[config.mk]
export PLATFORM = sky130hd
export DESIGN_NAME = bus_fabric_top
export DESIGN_NICKNAME = d
export VERILOG_FILES = /design/src/hw/sys_ctrl_pkg.sv /design/src/hw/bus_map_pkg.sv /design/src/hw/bus_fabric_top.sv /design/src/hw/timer_irq_gate.sv /design/src/hw/addr_decoder.sv /design/src/hw/master_mux.sv /design/src/hw/dma_arbiter.sv
export SDC_FILE = /design/constraint.sdc
export NUM_CORES = 1
export LEC_CHECK = 0
export BUFFER_PORTS_ARGS = -buffer_cell sky130_fd_sc_hd__buf_2
export CAP_MARGIN = 10
export CORE_AREA = 4 4 100 102
export DETAILED_ROUTE_END_ITERATION = 7
export DIE_AREA = 0 0 104 106
export SYNTH_ARGS = -nofsm -noshare
export SYNTH_HDL_FRONTEND = slang
export SYNTH_SLANG_ARGS = --single-unit
[constraint.sdc]
create_clock -name wb_clk -period 5.25 [get_ports wb_clk]
set_input_delay 0.2625 -clock wb_clk [delete_from_list [all_inputs] [get_ports wb_clk]]
set_output_delay 0.2625 -clock wb_clk [all_outputs]
set_load 0.01 [all_outputs]
[src/hw/sys_ctrl_pkg.sv]
// bus ownership codes and interval timer constants
// tick period is shortened for simulation, real board runs at 50 Hz

package sys_ctrl_pkg;

   //****************************************
   //* bus owner
   //****************************************
   typedef enum logic [1:0] {
      OWN_CPU,   // default owner, processor
      OWN_RK,    // rk disk dma, highest priority
      OWN_MY     // my floppy dma
   } owner_e;

   //****************************************
   //* interval timer
   //****************************************
   localparam int TICK_CNT_W = 8;    // prescaler width
   localparam int TICK_DIV   = 200;  // wb_clk cycles per tick, must fit TICK_CNT_W
   localparam int DEB_LEN    = 2;    // agreeing key samples, at least 2

endpackage

[src/hw/bus_map_pkg.sv]
// shared bus geometry and device address windows
// addresses are word-bus byte addresses, bit 16 selects console mode
// dma masters see only a 16 bit space, upper bit is forced low

package bus_map_pkg;

   //****************************************
   //* bus widths
   //****************************************
   localparam int ADR_W     = 17;  // processor address, bit 16 = console mode
   localparam int DMA_ADR_W = 16;  // dma masters, zero-extended onto the bus
   localparam int DAT_W     = 16;  // data word
   localparam int SEL_W     = 2;   // byte lanes

   //****************************************
   //* address windows
   //****************************************

   // shadow monitor rom, compared on bits 16..13
   localparam logic [3:0] ROM_TAG  = 4'b1110;

   // ram excludes this page in user mode and keeps only it in console mode
   localparam logic [2:0] RAM_HOLE = 3'b111;

   // register blocks, full 17 bit bases
   localparam logic [ADR_W-1:0] UART_BASE = 17'o177560;  // bits 16..3, four regs
   localparam logic [ADR_W-1:0] RK_BASE   = 17'o177400;  // bits 16..4, eight regs
   localparam logic [ADR_W-1:0] MY_BASE   = 17'o172140;  // bits 16..2, two regs

   //****************************************
   //* device codes
   //****************************************
   typedef enum logic [2:0] {
      DEV_NONE,   // unmapped, nobody answers
      DEV_ROM,
      DEV_RAM,
      DEV_UART,   // console port
      DEV_RK,     // rk disk registers
      DEV_MY      // my floppy registers
   } dev_e;

endpackage
[src/hw/bus_fabric_top.sv]
// shared bus core: dma arbiter, master mux, address decoder, timer gate
// device register blocks of rk and my sit behind the *_reg_* ports
// console mode is bit 16 of the processor address

`timescale 1ns/1ns

module bus_fabric_top (
   input  logic                              wb_clk,
   input  logic                              rst_n_i,
   // processor master
   input  logic [bus_map_pkg::ADR_W-1:0]     cpu_adr_i,
   input  logic [bus_map_pkg::DAT_W-1:0]     cpu_dat_i,
   input  logic                              cpu_cyc_i,
   input  logic                              cpu_we_i,
   input  logic [bus_map_pkg::SEL_W-1:0]     cpu_sel_i,
   input  logic                              cpu_stb_i,
   output logic                              cpu_ack_o,
   output logic                              cpu_gnt_o,
   // rk dma master
   input  logic                              rk_dma_req_i,
   input  logic [bus_map_pkg::DMA_ADR_W-1:0] rk_adr_i,
   input  logic [bus_map_pkg::DAT_W-1:0]     rk_dat_i,
   input  logic                              rk_we_i,
   input  logic                              rk_stb_i,
   output logic                              rk_ack_o,
   output logic                              rk_gnt_o,
   // my dma master
   input  logic                              my_dma_req_i,
   input  logic [bus_map_pkg::DMA_ADR_W-1:0] my_adr_i,
   input  logic [bus_map_pkg::DAT_W-1:0]     my_dat_i,
   input  logic                              my_we_i,
   input  logic                              my_stb_i,
   output logic                              my_ack_o,
   output logic                              my_gnt_o,
   // shared bus to devices
   output logic [bus_map_pkg::ADR_W-1:0]     bus_adr_o,
   output logic [bus_map_pkg::DAT_W-1:0]     bus_dat_o,
   output logic                              bus_we_o,
   output logic [bus_map_pkg::SEL_W-1:0]     bus_sel_o,
   output logic [bus_map_pkg::DAT_W-1:0]     rd_dat_o,    // to all masters
   // device strobes
   output logic                              rom_stb_o,
   output logic                              ram_stb_o,
   output logic                              uart_stb_o,
   output logic                              rk_reg_stb_o,
   output logic                              my_reg_stb_o,
   // device read data
   input  logic [bus_map_pkg::DAT_W-1:0]     rom_dat_i,
   input  logic [bus_map_pkg::DAT_W-1:0]     ram_dat_i,
   input  logic [bus_map_pkg::DAT_W-1:0]     uart_dat_i,
   input  logic [bus_map_pkg::DAT_W-1:0]     rk_reg_dat_i,
   input  logic [bus_map_pkg::DAT_W-1:0]     my_reg_dat_i,
   // device acks
   input  logic                              rom_ack_i,
   input  logic                              ram_ack_i,
   input  logic                              uart_ack_i,
   input  logic                              rk_reg_ack_i,
   input  logic                              my_reg_ack_i,
   // interval timer
   input  logic                              timer_key_i,
   output logic                              timer_irq_o,
   output logic                              timer_on_o
);

   sys_ctrl_pkg::owner_e owner;   // arbiter to mux
   logic                 bus_cyc; // shared cyc
   logic                 bus_stb; // shared stb
   logic                 bus_ack; // or of device acks

   //****************************************
   //* ownership
   //****************************************
   dma_arbiter i_arbiter (
      .wb_clk    (wb_clk),
      .rst_n_i   (rst_n_i),
      .bus_cyc_i (bus_cyc),
      .rk_req_i  (rk_dma_req_i),
      .my_req_i  (my_dma_req_i),
      .owner_o   (owner),
      .cpu_gnt_o (cpu_gnt_o),
      .rk_gnt_o  (rk_gnt_o),
      .my_gnt_o  (my_gnt_o)
   );

   master_mux i_mux (
      .owner_i   (owner),
      .cpu_adr_i (cpu_adr_i),
      .cpu_dat_i (cpu_dat_i),
      .cpu_cyc_i (cpu_cyc_i),
      .cpu_we_i  (cpu_we_i),
      .cpu_sel_i (cpu_sel_i),
      .cpu_stb_i (cpu_stb_i),
      .rk_adr_i  (rk_adr_i),
      .rk_dat_i  (rk_dat_i),
      .rk_req_i  (rk_dma_req_i),
      .rk_we_i   (rk_we_i),
      .rk_stb_i  (rk_stb_i),
      .my_adr_i  (my_adr_i),
      .my_dat_i  (my_dat_i),
      .my_req_i  (my_dma_req_i),
      .my_we_i   (my_we_i),
      .my_stb_i  (my_stb_i),
      .bus_ack_i (bus_ack),
      .bus_adr_o (bus_adr_o),
      .bus_dat_o (bus_dat_o),
      .bus_cyc_o (bus_cyc),
      .bus_we_o  (bus_we_o),
      .bus_sel_o (bus_sel_o),
      .bus_stb_o (bus_stb),
      .cpu_ack_o (cpu_ack_o),
      .rk_ack_o  (rk_ack_o),
      .my_ack_o  (my_ack_o)
   );

   //****************************************
   //* device side
   //****************************************
   addr_decoder i_decoder (
      .bus_adr_i  (bus_adr_o),
      .bus_cyc_i  (bus_cyc),
      .bus_stb_i  (bus_stb),
      .rom_dat_i  (rom_dat_i),
      .ram_dat_i  (ram_dat_i),
      .uart_dat_i (uart_dat_i),
      .rk_dat_i   (rk_reg_dat_i),
      .my_dat_i   (my_reg_dat_i),
      .rom_ack_i  (rom_ack_i),
      .ram_ack_i  (ram_ack_i),
      .uart_ack_i (uart_ack_i),
      .rk_ack_i   (rk_reg_ack_i),
      .my_ack_i   (my_reg_ack_i),
      .rom_stb_o  (rom_stb_o),
      .ram_stb_o  (ram_stb_o),
      .uart_stb_o (uart_stb_o),
      .rk_stb_o   (rk_reg_stb_o),
      .my_stb_o   (my_reg_stb_o),
      .bus_ack_o  (bus_ack),
      .rd_dat_o   (rd_dat_o)
   );

   timer_irq_gate i_timer (
      .wb_clk      (wb_clk),
      .rst_n_i     (rst_n_i),
      .timer_key_i (timer_key_i),
      .timer_irq_o (timer_irq_o),
      .timer_on_o  (timer_on_o)
   );

endmodule

[src/hw/timer_irq_gate.sv]
// interval timer tick with a key toggled enable
// key must already be synchronous to wb_clk, it is sampled only on ticks
// one toggle per press, re-armed after a stable release

`timescale 1ns/1ns

module timer_irq_gate (
   input  logic wb_clk,
   input  logic rst_n_i,
   input  logic timer_key_i,   // high while pressed
   output logic timer_irq_o,   // one cycle per tick while enabled
   output logic timer_on_o     // enable indicator
);

   logic [sys_ctrl_pkg::TICK_CNT_W-1:0] cnt_q;   // prescaler
   logic                                tick;    // last prescaler state
   logic [sys_ctrl_pkg::DEB_LEN-1:0]    deb_q;   // key history, newest in bit 0
   logic [sys_ctrl_pkg::DEB_LEN-1:0]    deb_nxt; // history incl. this sample
   logic                                held_q;  // press already served
   logic                                on_q;    // timer enable

   //****************************************
   //* prescaler
   //****************************************
   assign tick = (cnt_q == sys_ctrl_pkg::TICK_CNT_W'(sys_ctrl_pkg::TICK_DIV - 1));

   always_ff @(posedge wb_clk or negedge rst_n_i) begin
      if (!rst_n_i) begin
         cnt_q <= '0;
      end else if (tick) begin
         cnt_q <= '0;                  // wrap
      end else begin
         cnt_q <= cnt_q + 1'b1;
      end
   end

   //****************************************
   //* key debounce and enable toggle
   //****************************************
   assign deb_nxt = {deb_q[sys_ctrl_pkg::DEB_LEN-2:0], timer_key_i};

   always_ff @(posedge wb_clk or negedge rst_n_i) begin
      if (!rst_n_i) begin
         deb_q  <= '0;
         held_q <= 1'b0;
         on_q   <= 1'b1;               // timer runs out of reset
      end else if (tick) begin
         deb_q <= deb_nxt;
         if (&deb_nxt) begin
            // stable press
            if (!held_q) on_q <= ~on_q;
            held_q <= 1'b1;            // ignore until release
         end else if (~|deb_nxt) begin
            held_q <= 1'b0;            // stable release, re-arm
         end
      end
   end

   assign timer_irq_o = tick & on_q;   // masked tick
   assign timer_on_o  = on_q;

endmodule

[src/hw/addr_decoder.sv]
// device selects for rom, ram and three register blocks
// windows do not overlap, read data is an or of gated device buses
// devices must keep their ack low while not selected

`timescale 1ns/1ns

module addr_decoder (
   input  logic [bus_map_pkg::ADR_W-1:0] bus_adr_i,
   input  logic                          bus_cyc_i,
   input  logic                          bus_stb_i,
   // device read data
   input  logic [bus_map_pkg::DAT_W-1:0] rom_dat_i,
   input  logic [bus_map_pkg::DAT_W-1:0] ram_dat_i,
   input  logic [bus_map_pkg::DAT_W-1:0] uart_dat_i,
   input  logic [bus_map_pkg::DAT_W-1:0] rk_dat_i,
   input  logic [bus_map_pkg::DAT_W-1:0] my_dat_i,
   // device acks
   input  logic                          rom_ack_i,
   input  logic                          ram_ack_i,
   input  logic                          uart_ack_i,
   input  logic                          rk_ack_i,
   input  logic                          my_ack_i,
   // device strobes
   output logic                          rom_stb_o,
   output logic                          ram_stb_o,
   output logic                          uart_stb_o,
   output logic                          rk_stb_o,
   output logic                          my_stb_o,
   // return path
   output logic                          bus_ack_o,
   output logic [bus_map_pkg::DAT_W-1:0] rd_dat_o
);

   logic bus_acc;    // live transfer on the bus
   logic rom_hit;
   logic ram_hit;
   logic uart_hit;
   logic rk_hit;
   logic my_hit;

   assign bus_acc = bus_cyc_i & bus_stb_i;

   //****************************************
   //* window decode
   //****************************************

   // monitor rom in the shadow area, console mode only
   assign rom_hit  = (bus_adr_i[16:13] == bus_map_pkg::ROM_TAG);

   // user mode: low 56k, console mode: top page only
   assign ram_hit  = (bus_adr_i[15:13] != bus_map_pkg::RAM_HOLE) ^ bus_adr_i[16];

   // io page registers
   assign uart_hit = (bus_adr_i[16:3] == bus_map_pkg::UART_BASE[16:3]);  // 177560-177566
   assign rk_hit   = (bus_adr_i[16:4] == bus_map_pkg::RK_BASE[16:4]);    // 177400-177416
   assign my_hit   = (bus_adr_i[16:2] == bus_map_pkg::MY_BASE[16:2]);    // 172140-172142

   // strobes, qualified by cyc and stb
   assign rom_stb_o  = bus_acc & rom_hit;
   assign ram_stb_o  = bus_acc & ram_hit;
   assign uart_stb_o = bus_acc & uart_hit;
   assign rk_stb_o   = bus_acc & rk_hit;
   assign my_stb_o   = bus_acc & my_hit;

   //****************************************
   //* return path
   //****************************************

   // unselected devices may hold anything on their data
   always_comb begin
      rd_dat_o = '0;
      if (rom_stb_o)  rd_dat_o = rd_dat_o | rom_dat_i;
      if (ram_stb_o)  rd_dat_o = rd_dat_o | ram_dat_i;
      if (uart_stb_o) rd_dat_o = rd_dat_o | uart_dat_i;
      if (rk_stb_o)   rd_dat_o = rd_dat_o | rk_dat_i;
      if (my_stb_o)   rd_dat_o = rd_dat_o | my_dat_i;
   end

   // any device finishing ends the cycle
   assign bus_ack_o = rom_ack_i | ram_ack_i | uart_ack_i | rk_ack_i | my_ack_i;

endmodule

[src/hw/master_mux.sv]
// puts the owning master onto the shared bus, purely combinational
// dma masters always move whole words, cyc of a dma owner is its request

`timescale 1ns/1ns

module master_mux (
   input  sys_ctrl_pkg::owner_e                   owner_i,
   // processor
   input  logic [bus_map_pkg::ADR_W-1:0]          cpu_adr_i,
   input  logic [bus_map_pkg::DAT_W-1:0]          cpu_dat_i,
   input  logic                                   cpu_cyc_i,
   input  logic                                   cpu_we_i,
   input  logic [bus_map_pkg::SEL_W-1:0]          cpu_sel_i,
   input  logic                                   cpu_stb_i,
   // rk dma
   input  logic [bus_map_pkg::DMA_ADR_W-1:0]      rk_adr_i,
   input  logic [bus_map_pkg::DAT_W-1:0]          rk_dat_i,
   input  logic                                   rk_req_i,
   input  logic                                   rk_we_i,
   input  logic                                   rk_stb_i,
   // my dma
   input  logic [bus_map_pkg::DMA_ADR_W-1:0]      my_adr_i,
   input  logic [bus_map_pkg::DAT_W-1:0]          my_dat_i,
   input  logic                                   my_req_i,
   input  logic                                   my_we_i,
   input  logic                                   my_stb_i,
   // shared bus
   input  logic                                   bus_ack_i,
   output logic [bus_map_pkg::ADR_W-1:0]          bus_adr_o,
   output logic [bus_map_pkg::DAT_W-1:0]          bus_dat_o,
   output logic                                   bus_cyc_o,
   output logic                                   bus_we_o,
   output logic [bus_map_pkg::SEL_W-1:0]          bus_sel_o,
   output logic                                   bus_stb_o,
   output logic                                   cpu_ack_o,
   output logic                                   rk_ack_o,
   output logic                                   my_ack_o
);

   always_comb begin
      // processor by default
      bus_adr_o = cpu_adr_i;
      bus_dat_o = cpu_dat_i;
      bus_cyc_o = cpu_cyc_i;
      bus_we_o  = cpu_we_i;
      bus_sel_o = cpu_sel_i;
      bus_stb_o = cpu_stb_i;
      cpu_ack_o = 1'b0;
      rk_ack_o  = 1'b0;
      my_ack_o  = 1'b0;
      unique case (owner_i)
         sys_ctrl_pkg::OWN_RK: begin
            bus_adr_o = {{(bus_map_pkg::ADR_W - bus_map_pkg::DMA_ADR_W){1'b0}}, rk_adr_i};
            bus_dat_o = rk_dat_i;
            bus_cyc_o = rk_req_i;      // request doubles as cycle
            bus_we_o  = rk_we_i;
            bus_sel_o = '1;            // word only
            bus_stb_o = rk_stb_i;
            rk_ack_o  = bus_ack_i;
         end
         sys_ctrl_pkg::OWN_MY: begin
            bus_adr_o = {{(bus_map_pkg::ADR_W - bus_map_pkg::DMA_ADR_W){1'b0}}, my_adr_i};
            bus_dat_o = my_dat_i;
            bus_cyc_o = my_req_i;
            bus_we_o  = my_we_i;
            bus_sel_o = '1;
            bus_stb_o = my_stb_i;
            my_ack_o  = bus_ack_i;
         end
         default: begin
            cpu_ack_o = bus_ack_i;     // ack only to the owner
         end
      endcase
   end

endmodule

[src/hw/dma_arbiter.sv]
// shared bus owner selection, rk over my over processor
// owner switches only in a cycle where shared cyc is low
// a dma master must keep its request up for its whole tenure

`timescale 1ns/1ns

module dma_arbiter (
   input  logic                 wb_clk,
   input  logic                 rst_n_i,
   input  logic                 bus_cyc_i,  // shared cyc from the master mux
   input  logic                 rk_req_i,   // rk dma request
   input  logic                 my_req_i,   // my dma request
   output sys_ctrl_pkg::owner_e owner_o,
   output logic                 cpu_gnt_o,
   output logic                 rk_gnt_o,
   output logic                 my_gnt_o
);

   sys_ctrl_pkg::owner_e owner_q;   // current owner
   sys_ctrl_pkg::owner_e owner_d;   // owner after this edge

   //****************************************
   //* next owner
   //****************************************
   always_comb begin
      owner_d = owner_q;                       // hold during an active cycle
      if (!bus_cyc_i) begin
         // bus idle, re-evaluate with fixed priority
         if (rk_req_i) begin
            owner_d = sys_ctrl_pkg::OWN_RK;
         end else if (my_req_i) begin
            owner_d = sys_ctrl_pkg::OWN_MY;
         end else begin
            owner_d = sys_ctrl_pkg::OWN_CPU;   // nobody asks, bus back to cpu
         end
      end
   end

   // owner register
   always_ff @(posedge wb_clk or negedge rst_n_i) begin
      if (!rst_n_i) begin
         owner_q <= sys_ctrl_pkg::OWN_CPU;
      end else begin
         owner_q <= owner_d;
      end
   end

   //****************************************
   //* grants
   //****************************************
   assign owner_o   = owner_q;
   assign cpu_gnt_o = (owner_q == sys_ctrl_pkg::OWN_CPU);  // cpu stalls when low
   assign rk_gnt_o  = (owner_q == sys_ctrl_pkg::OWN_RK);
   assign my_gnt_o  = (owner_q == sys_ctrl_pkg::OWN_MY);

endmodule

==> metrics.md, run 1 <==
| Metric | Value |
|---|---|
| Outcome | finished clean |
| Crit start category | flip-flop |
| # diodes | 0 |
| Post-synth EDFFs | 0 |
| Cells after Synth | between 200 and 300 |
| Setup Skew | 0.004214 ns |
| Distinct cells, synth | 47 |
| Remaining Overflow, GRT | 0 |
| Worst EP required | between 4 and 5 ns |
| Vias in the first global route | 3137 |
| WP data arrival | 3.87 ns |
| Ys async rst share | 100.0% |
| Worst setup margin | 1.122 ns |
| Post-Route WL | between 10 and 15 mm |
| CTS tree | built |
| GR Util All Layers | 18.29% |
| Ports | 261 |
| Crit path kind | reg2out |
| # rows | 35 |
| Post-route minimum period | 4.128 ns |
| Post-synth top area share | between 10 and 15% |
| Core Box Area | 9109 um2 |
| Synthesized area | approximately 2100 um2 |
| Synth Flop Type | dfrtp_1 |
| Share of post-route cells with drive strength above 1 | 52.77% |
| YS warnings | 0 |
| Clock tree sinks | 13 |
| Finish-stage setup viols | 0 |
| Die Y | 106 um |
| Gpl congestion | 0.9572 |
| Final Hold Vio Count | 0 |
| Leak Pwr | about 2.0 nW |
| Cell with the most instances after synthesis | inv_1 |
| CTS Hold Bufs | 1 |
| Inst Count DP | between 600 and 700 |
| RSZ-0062 raised after global routing | no |
| Die Wd | roughly 100 um |
| Drc violations | 0 |
| Largest cells by area after synthesis | dfrtp_1, a22oi_1, inv_1 |
| DRT iter0 DRCs | 200 |
| Worst hold-check path type | in2reg |
| Peak supply drop | 0.2598 mV |
| Largest net degree at the start of global routing | 43 |
| Slew @ Worst Pin | 1.063 ns |
| Initial Util | 23.10% |
| Area grow syn2layout | 67.48% |
| Max H-tree Level | 1 |
| Sequential-to-total area share from yosys stat | 15.52% |
| Fmax | 242.3 MHz |
| Synth area leader | dfrtp_1 |
| Die area | 11020 um2 |
| Met3 GRT Util | under 10% |
| Longest Clk Path Bufs | 2 |
| Global routing's busiest layer | met2 |
| Post-synthesis register bit count | 13 |
| Met1 Use GR | 22.44% |
| Met2 usage in global routing | 31.66% |
| Max_slew headroom | around 29% |
| Via count | 3221 |
| Worst-path clk slew | 0.05 ns |
| Fin. max-slew vios | 0 |
| Crit share post-route | 78.62% |
| Clock latency on the worst-skew pair | 0.24 ns |
| Syn_nets | slightly below 500 |
| Max Cap Viol | 0 |
| Fin cells | 653 |
| Drt wl/cell | between 15 and 20 um |
| Place WS | between 1 and 1.5 ns |
| DRT Pass-1 Iters | 4 |
| Post-route ant nets | 0 |
| Num CTS Buffers | 3 |
| Post-CTS setup buffers | 0 |
| Average cell area after synthesis | 7.207 um2 |
| Post-route setup TNS | 0 ns |
| Pwr Density | roughly 500 nW/um2 |
| CP max FO | 42 |
| Initial antenna violation count | 1 |
| First-pass GRT wire length | 16.47 mm |
| Vias per cell | 4.933 |
| Cts repair resizes | 0 |
| Fin nets | 744 |
| Clock root buffer master | clkbuf_8 |
| Post-DP HPWL | between 9 and 10 mm |
| Critical Path End Type | output pin |
| Post-synth top cells | inv_1, nor2_1, a21oi_1, a22oi_1, nand2_1 |
| IO buf count | 260 |
-- layer usage --
layer,wire [um],share of wire [%],vias to the layer above
met2,5576,50,152
met4,159,1.4,2
li1,-,-,1577
met3,1003,8.9,18
met1,4494,40,1472
met5,7,0.062,-
-- registers in the layout (all words and copies together), names as in the netlist --
signal / flops
i_timer.deb_q: 1
i_arbiter.owner_o: 2
i_timer.held_q: 1
i_timer.timer_on_o: 1
i_timer.cnt_q: 8
-- kinds of logic after synthesis --
kind of cell	Yosys count	share of synthesized area (%)
buffers and inverters	66	13.67
multiplexers	11	6.718
AND/OR/NAND/NOR	92	23.31
adder cells (fa/ha/maj)	5	2.973
AO/OA/AOI/OAI	100	35.73
XOR/XNOR	5	2.081
flip-flops	13	15.52
-- cell usage in the layout (no fill, tap or decap), types with 3 or more instances in the layout --
cell,Yosys,final
nand2_1,20,20
nand3_1,3,3
nand4_1,3,3
mux2i_1,6,6
o21ai_0,3,3
a221o_1,16,16
xnor2_1,3,3
ha_1,5,4
inv_1,44,44
a22o_1,9,9
buf_4,3,5
and3_1,3,3
nor2_1,33,33
buf_2,5,260
clkbuf_8,0,3
nor2b_1,4,4
dfrtp_1,12,12
o221ai_1,16,16
nor3_1,6,6
a21oi_1,26,26
a22oi_1,26,26
-- final timing paths --
kind	depth (start not counted)	endpoint	slack (ns)	from
max	9	rd_dat_o[9]	1.12	i_arbiter.owner_o[1]$_DFFE_PN0N_
min	3	i_arbiter.owner_o[0]$_DFFE_PN0N_	0.26	rk_dma_req_i
max reg2reg	6	i_arbiter.owner_o[1]$_DFFE_PN0N_	3.19	i_arbiter.owner_o[0]$_DFFE_PN0N_
min reg2reg	1	i_timer.cnt_q[0]$_DFF_PN0_	0.46	i_timer.cnt_q[0]$_DFF_PN0_
max in group asynchronous	2	i_timer.timer_on_o$_DFFE_PN1P_	4.54	rst_n_i
min in group asynchronous	2	i_timer.cnt_q[3]$_DFF_PN0_	0.43	rst_n_i
-- area by class of cell --
type,count,area [um2]
clock buffer,4,45.04
fill,1012,5584
inverter,46,172.7
multi-input combinational,213,1493
sequential,13,326.6
tap,111,138.9
timing repair buffer,266,1349
-- power breakdown --
part | total [mW] | internal, mW | switching [mW]
Clock | 0.0886 | 0.0536 | 0.0350
Combinational | 1.56 | 0.645 | 0.914
Sequential | 0.112 | 0.108 | 0.00373
Total | 1.76 | 0.807 | 0.953
-- critical path, stage by stage, from the launching register on --
cell      delay (ns)
dfrtp_1         0.34
inv_1           0.08
ha_2            0.71
buf_4           0.47
mux2i_1         0.25
nor3_1          0.31
nand4_1         0.67
o221ai_1        0.48
a221o_1         0.16
buf_2           0.13
-- metrics by stage --
stage	hold slack, ns	area, um2	util (%)	power [mW]
floorplan	-0.03309	2105	-	1.136
global placement	0.1585	3470	38.09	1.681
detailed placement	0.1629	3470	38.09	1.688
CTS	0.2586	3525	38.70	1.783
global route	0.2759	3525	38.70	1.918
finish	0.2574	3525	38.70	1.760
(Power assumes the default switching activity.)
==> inputs of run 2 (changes only) <==
--- a/config.mk
+++ b/config.mk
@@ -5,11 +5,14 @@
 export SDC_FILE = /design/constraint.sdc
 export NUM_CORES = 1
 export LEC_CHECK = 0
+export ABC_AREA = 1
 export BUFFER_PORTS_ARGS = -buffer_cell sky130_fd_sc_hd__buf_2
 export CAP_MARGIN = 10
-export CORE_AREA = 4 4 100 102
+export CORE_ASPECT_RATIO = 0.8
+export CORE_MARGIN = 4
+export CORE_UTILIZATION = 30
 export DETAILED_ROUTE_END_ITERATION = 7
-export DIE_AREA = 0 0 104 106
+export PLACE_DENSITY = 0.71
 export SYNTH_ARGS = -nofsm -noshare
 export SYNTH_HDL_FRONTEND = slang
 export SYNTH_SLANG_ARGS = --single-unit
==> constraint.sdc (replaced) <==
create_clock -name wb_clk -period 3.4 [get_ports wb_clk]
set_input_delay 0.17 -clock wb_clk [delete_from_list [all_inputs] [get_ports wb_clk]]
set_output_delay 0.17 -clock wb_clk [all_outputs]
set_load 0.01 [all_outputs]
==> run 2 against run 1 <==
Final cell count rose by 31%. Clock skew fell by 0.0022 ns. Count of clock-buffer cells in the layout did not move. Die area fell by 2.4%. Largest cell class unchanged.
==> metrics.md, run 2 <==
| Metric | Value |
|---|---|
| Ports | 261 |
| Ys async rst share | 100.0% |
| Num CTS Buffers | 3 |
| GR Util All Layers | about a fifth |
| Crit share post-route | 91.48% |
| Largest net degree at the start of global routing | 37 |
| Crit start category | flip-flop |
| Drc violations | 0 |
| Post-route minimum period | 3.110 ns |
| Place WS | between 0.4 and 0.5 ns |
| Post-synthesis register bit count | 13 |
| Largest cells by area after synthesis | nand2_1, dfrtp_1, inv_1 |
| Clock latency on the worst-skew pair | 0.24 ns |
| Clock root buffer master | clkbuf_16 |
| Reg with most FFs | i_timer.cnt_q |
| Worst EP required | 3.23 ns |
| Final Hold Vio Count | 0 |
| Initial Util | 31.55% |
| Sequential-to-total area share from yosys stat | 11.89% |
| Worst hold slack | 0.1795 ns |
| Worst setup margin | 0.2896 ns |
| Syn_nets | 701 |
| CP max FO | 36 |
| Fin nets | 946 |
| Max reg flops | 8 |
| Post-route setup TNS | 0 ns |
| Cell with the most instances after synthesis | nand2_1 |
| Die Wd | ~110 um |
| DRT Pass-1 Iters | 6 |
| Outcome | finished clean |
| Synth Flop Type | dfrtp_1 |
| Gpl congestion | 0.8719 |
| Vias per cell | 4.684 |
| Max Cap Viol | 0 |
| Tot Pwr | 3.362 mW |
| RSZ-0062 raised after global routing | no |
| Synth area leader | nand2_1 |
| Share of post-route cells with drive strength above 1 | 44.35% |
| Post-synth EDFFs | 0 |
| Leading cell types in the layout, fill and taps excluded | buf_2, nand2_1, inv_1, nor2_1, a21oi_1 |
| Critical Path End Type | output pin |
| CTS tree | built |
| Setup Skew | ~0.002 ns |
| Post-route ant nets | 0 |
| Drt wl/cell | ~14 um |
| # fillers | 995 |
| Average cell area after synthesis | 5.495 um2 |
| Remaining Overflow, GRT | 0 |
| Post-CTS setup buffers | 0 |
| Fin. max-slew vios | 0 |
| Post-synth top cells | nand2_1, inv_1, nor2_1 |
| Clock tree sinks | 13 |
| Worst hold-check path type | in2reg |
| Core Box Area | a little under 9000 um2 |
| Via count | 4014 |
| Post-DP HPWL | 10.39 mm |
| Fmax | between 300 and 400 MHz |
| Leak Pwr | 2.515 nW |
| Max_slew headroom | between 60 and 70% |
| Die Y | 93.60 um |
| DRT iter0 DRCs | 185 |
| Distinct cells, synth | 32 |
| Slew @ Worst Pin | 0.4908 ns |
| YS warnings | 0 |
| WP data arrival | 2.94 ns |
| Cells after Synth | 500 |
| Worst-path clk slew | around 0.04 ns |
| Pwr Density | 814.1 nW/um2 |
| Max H-tree Level | 1 |
| Crit path kind | reg2out |
| Synthesized area | 2748 um2 |
| Peak supply drop | 0.5687 mV |
| Vias in the first global route | 3707 |
| Finish-stage setup viols | 0 |
| Post-Route WL | ~12 mm |
| Longest Clk Path Bufs | 2 |
| Area grow syn2layout | 50.32% |
| # rows | 30 |
| Leading cell type in the layout, fill and taps excluded | buf_2 |
| Post-synth top area share | 21.31% |
| Die area | approximately 11000 um2 |
| IO buf count | 260 |
| Initial antenna violation count | 1 |
| First-pass GRT wire length | 18.16 mm |
run 2: cell count changes after synthesis, moves of 18 or more:
cell,previous run,this run
a22oi_1,26,0
a21oi_1,26,44
nor2_1,33,56
nand4_1,3,33
nand3_1,3,30
nand2_1,20,156
run 2: what timing repair did:
action,in CTS,in global routing
hold endpoints to repair,12,0
setup endpoints to repair,0,12
hold buffers,1,0
resized for setup,0,2
run 2: cell type report:
type	count	area, um2	area share [%]
Multi-Input combinational cell	392	1974	47.80
Timing Repair Buffer	266	1349	32.66
Sequential cell	13	326.6	7.907
Inverter	69	259.0	6.271
Tap cell	112	140.1	3.393
Clock buffer	4	78.83	1.909
Antenna cell	1	2.502	0.06059
run 2: through the flow:
| stage | utilization [%] | std cells | cell area, um2 |
|---|---|---|---|
| after floorplan | - | 500 | 2748 |
| after global placement | 46.32 | 851 | 4034 |
| after detailed placement | 46.32 | 851 | 4034 |
| after CTS | 47.34 | 856 | 4123 |
| after global routing | 47.43 | 857 | 4130 |
| final | 47.43 | 857 | 4130 |
run 2: path summary, 6_finish.rpt:
path / start / to / slack [ns] / cells past startpoint
min in group asynchronous: rst_n_i / i_timer.deb_q[0]$_DFFE_PN0N_ / 0.36 / 2
hold / removal: my_dma_req_i / i_arbiter.owner_o[1]$_DFFE_PN0N_ / 0.18 / 3
setup reg to reg: i_timer.cnt_q[0]$_DFF_PN0_ / i_timer.held_q$_DFFE_PN0P_ / 1.54 / 7
setup / recovery: i_arbiter.owner_o[0]$_DFFE_PN0N_ / rd_dat_o[6] / 0.29 / 13
hold reg to reg: i_timer.cnt_q[0]$_DFF_PN0_ / i_timer.cnt_q[0]$_DFF_PN0_ / 0.47 / 1
max in group asynchronous: rst_n_i / i_timer.timer_on_o$_DFFE_PN1P_ / 2.75 / 2
run 2: cells by family (layout without fill, tap and decap cells):
family / after synthesis / count (layout) / synth area share (%)
AND/OR/NAND/NOR: 338 / 338 / 60.29
XOR/XNOR: 1 / 1 / 0.3188
flip-flops: 13 / 13 / 11.89
other: 0 / 1 / 0
buffers and inverters: 95 / 339 / 16.44
AO/OA/AOI/OAI: 48 / 48 / 8.789
adder cells (fa/ha/maj): 5 / 5 / 2.277
run 2: where the power goes:
group	switching, mW	total (mW)	internal (mW)	leakage, nW
sequential	0.00556	0.172	0.167	0.152
clock	0.0599	0.218	0.158	0.0382
combinational	1.92	2.97	1.05	2.32
run 2: per-layer routing:
metal	global-route usage [%]	part of all wire, %
met5	0	0
met4	3.812	1.9
met3	4.140	8.1
met2	38.15	53
met1	24.66	37
run 2: critical path, cell delays in order, from the launching register on:
cell	delay, ns
dfrtp_1	0.34
inv_1	0.08
ha_2	0.50
buf_4	0.38
or2_2	0.18
nand2_1	0.10
nor2_4	0.15
nand2_2	0.09
nor2_4	0.34
nand4_1	0.19
nand2_1	0.09
inv_1	0.04
nand2_1	0.07
buf_2	0.13
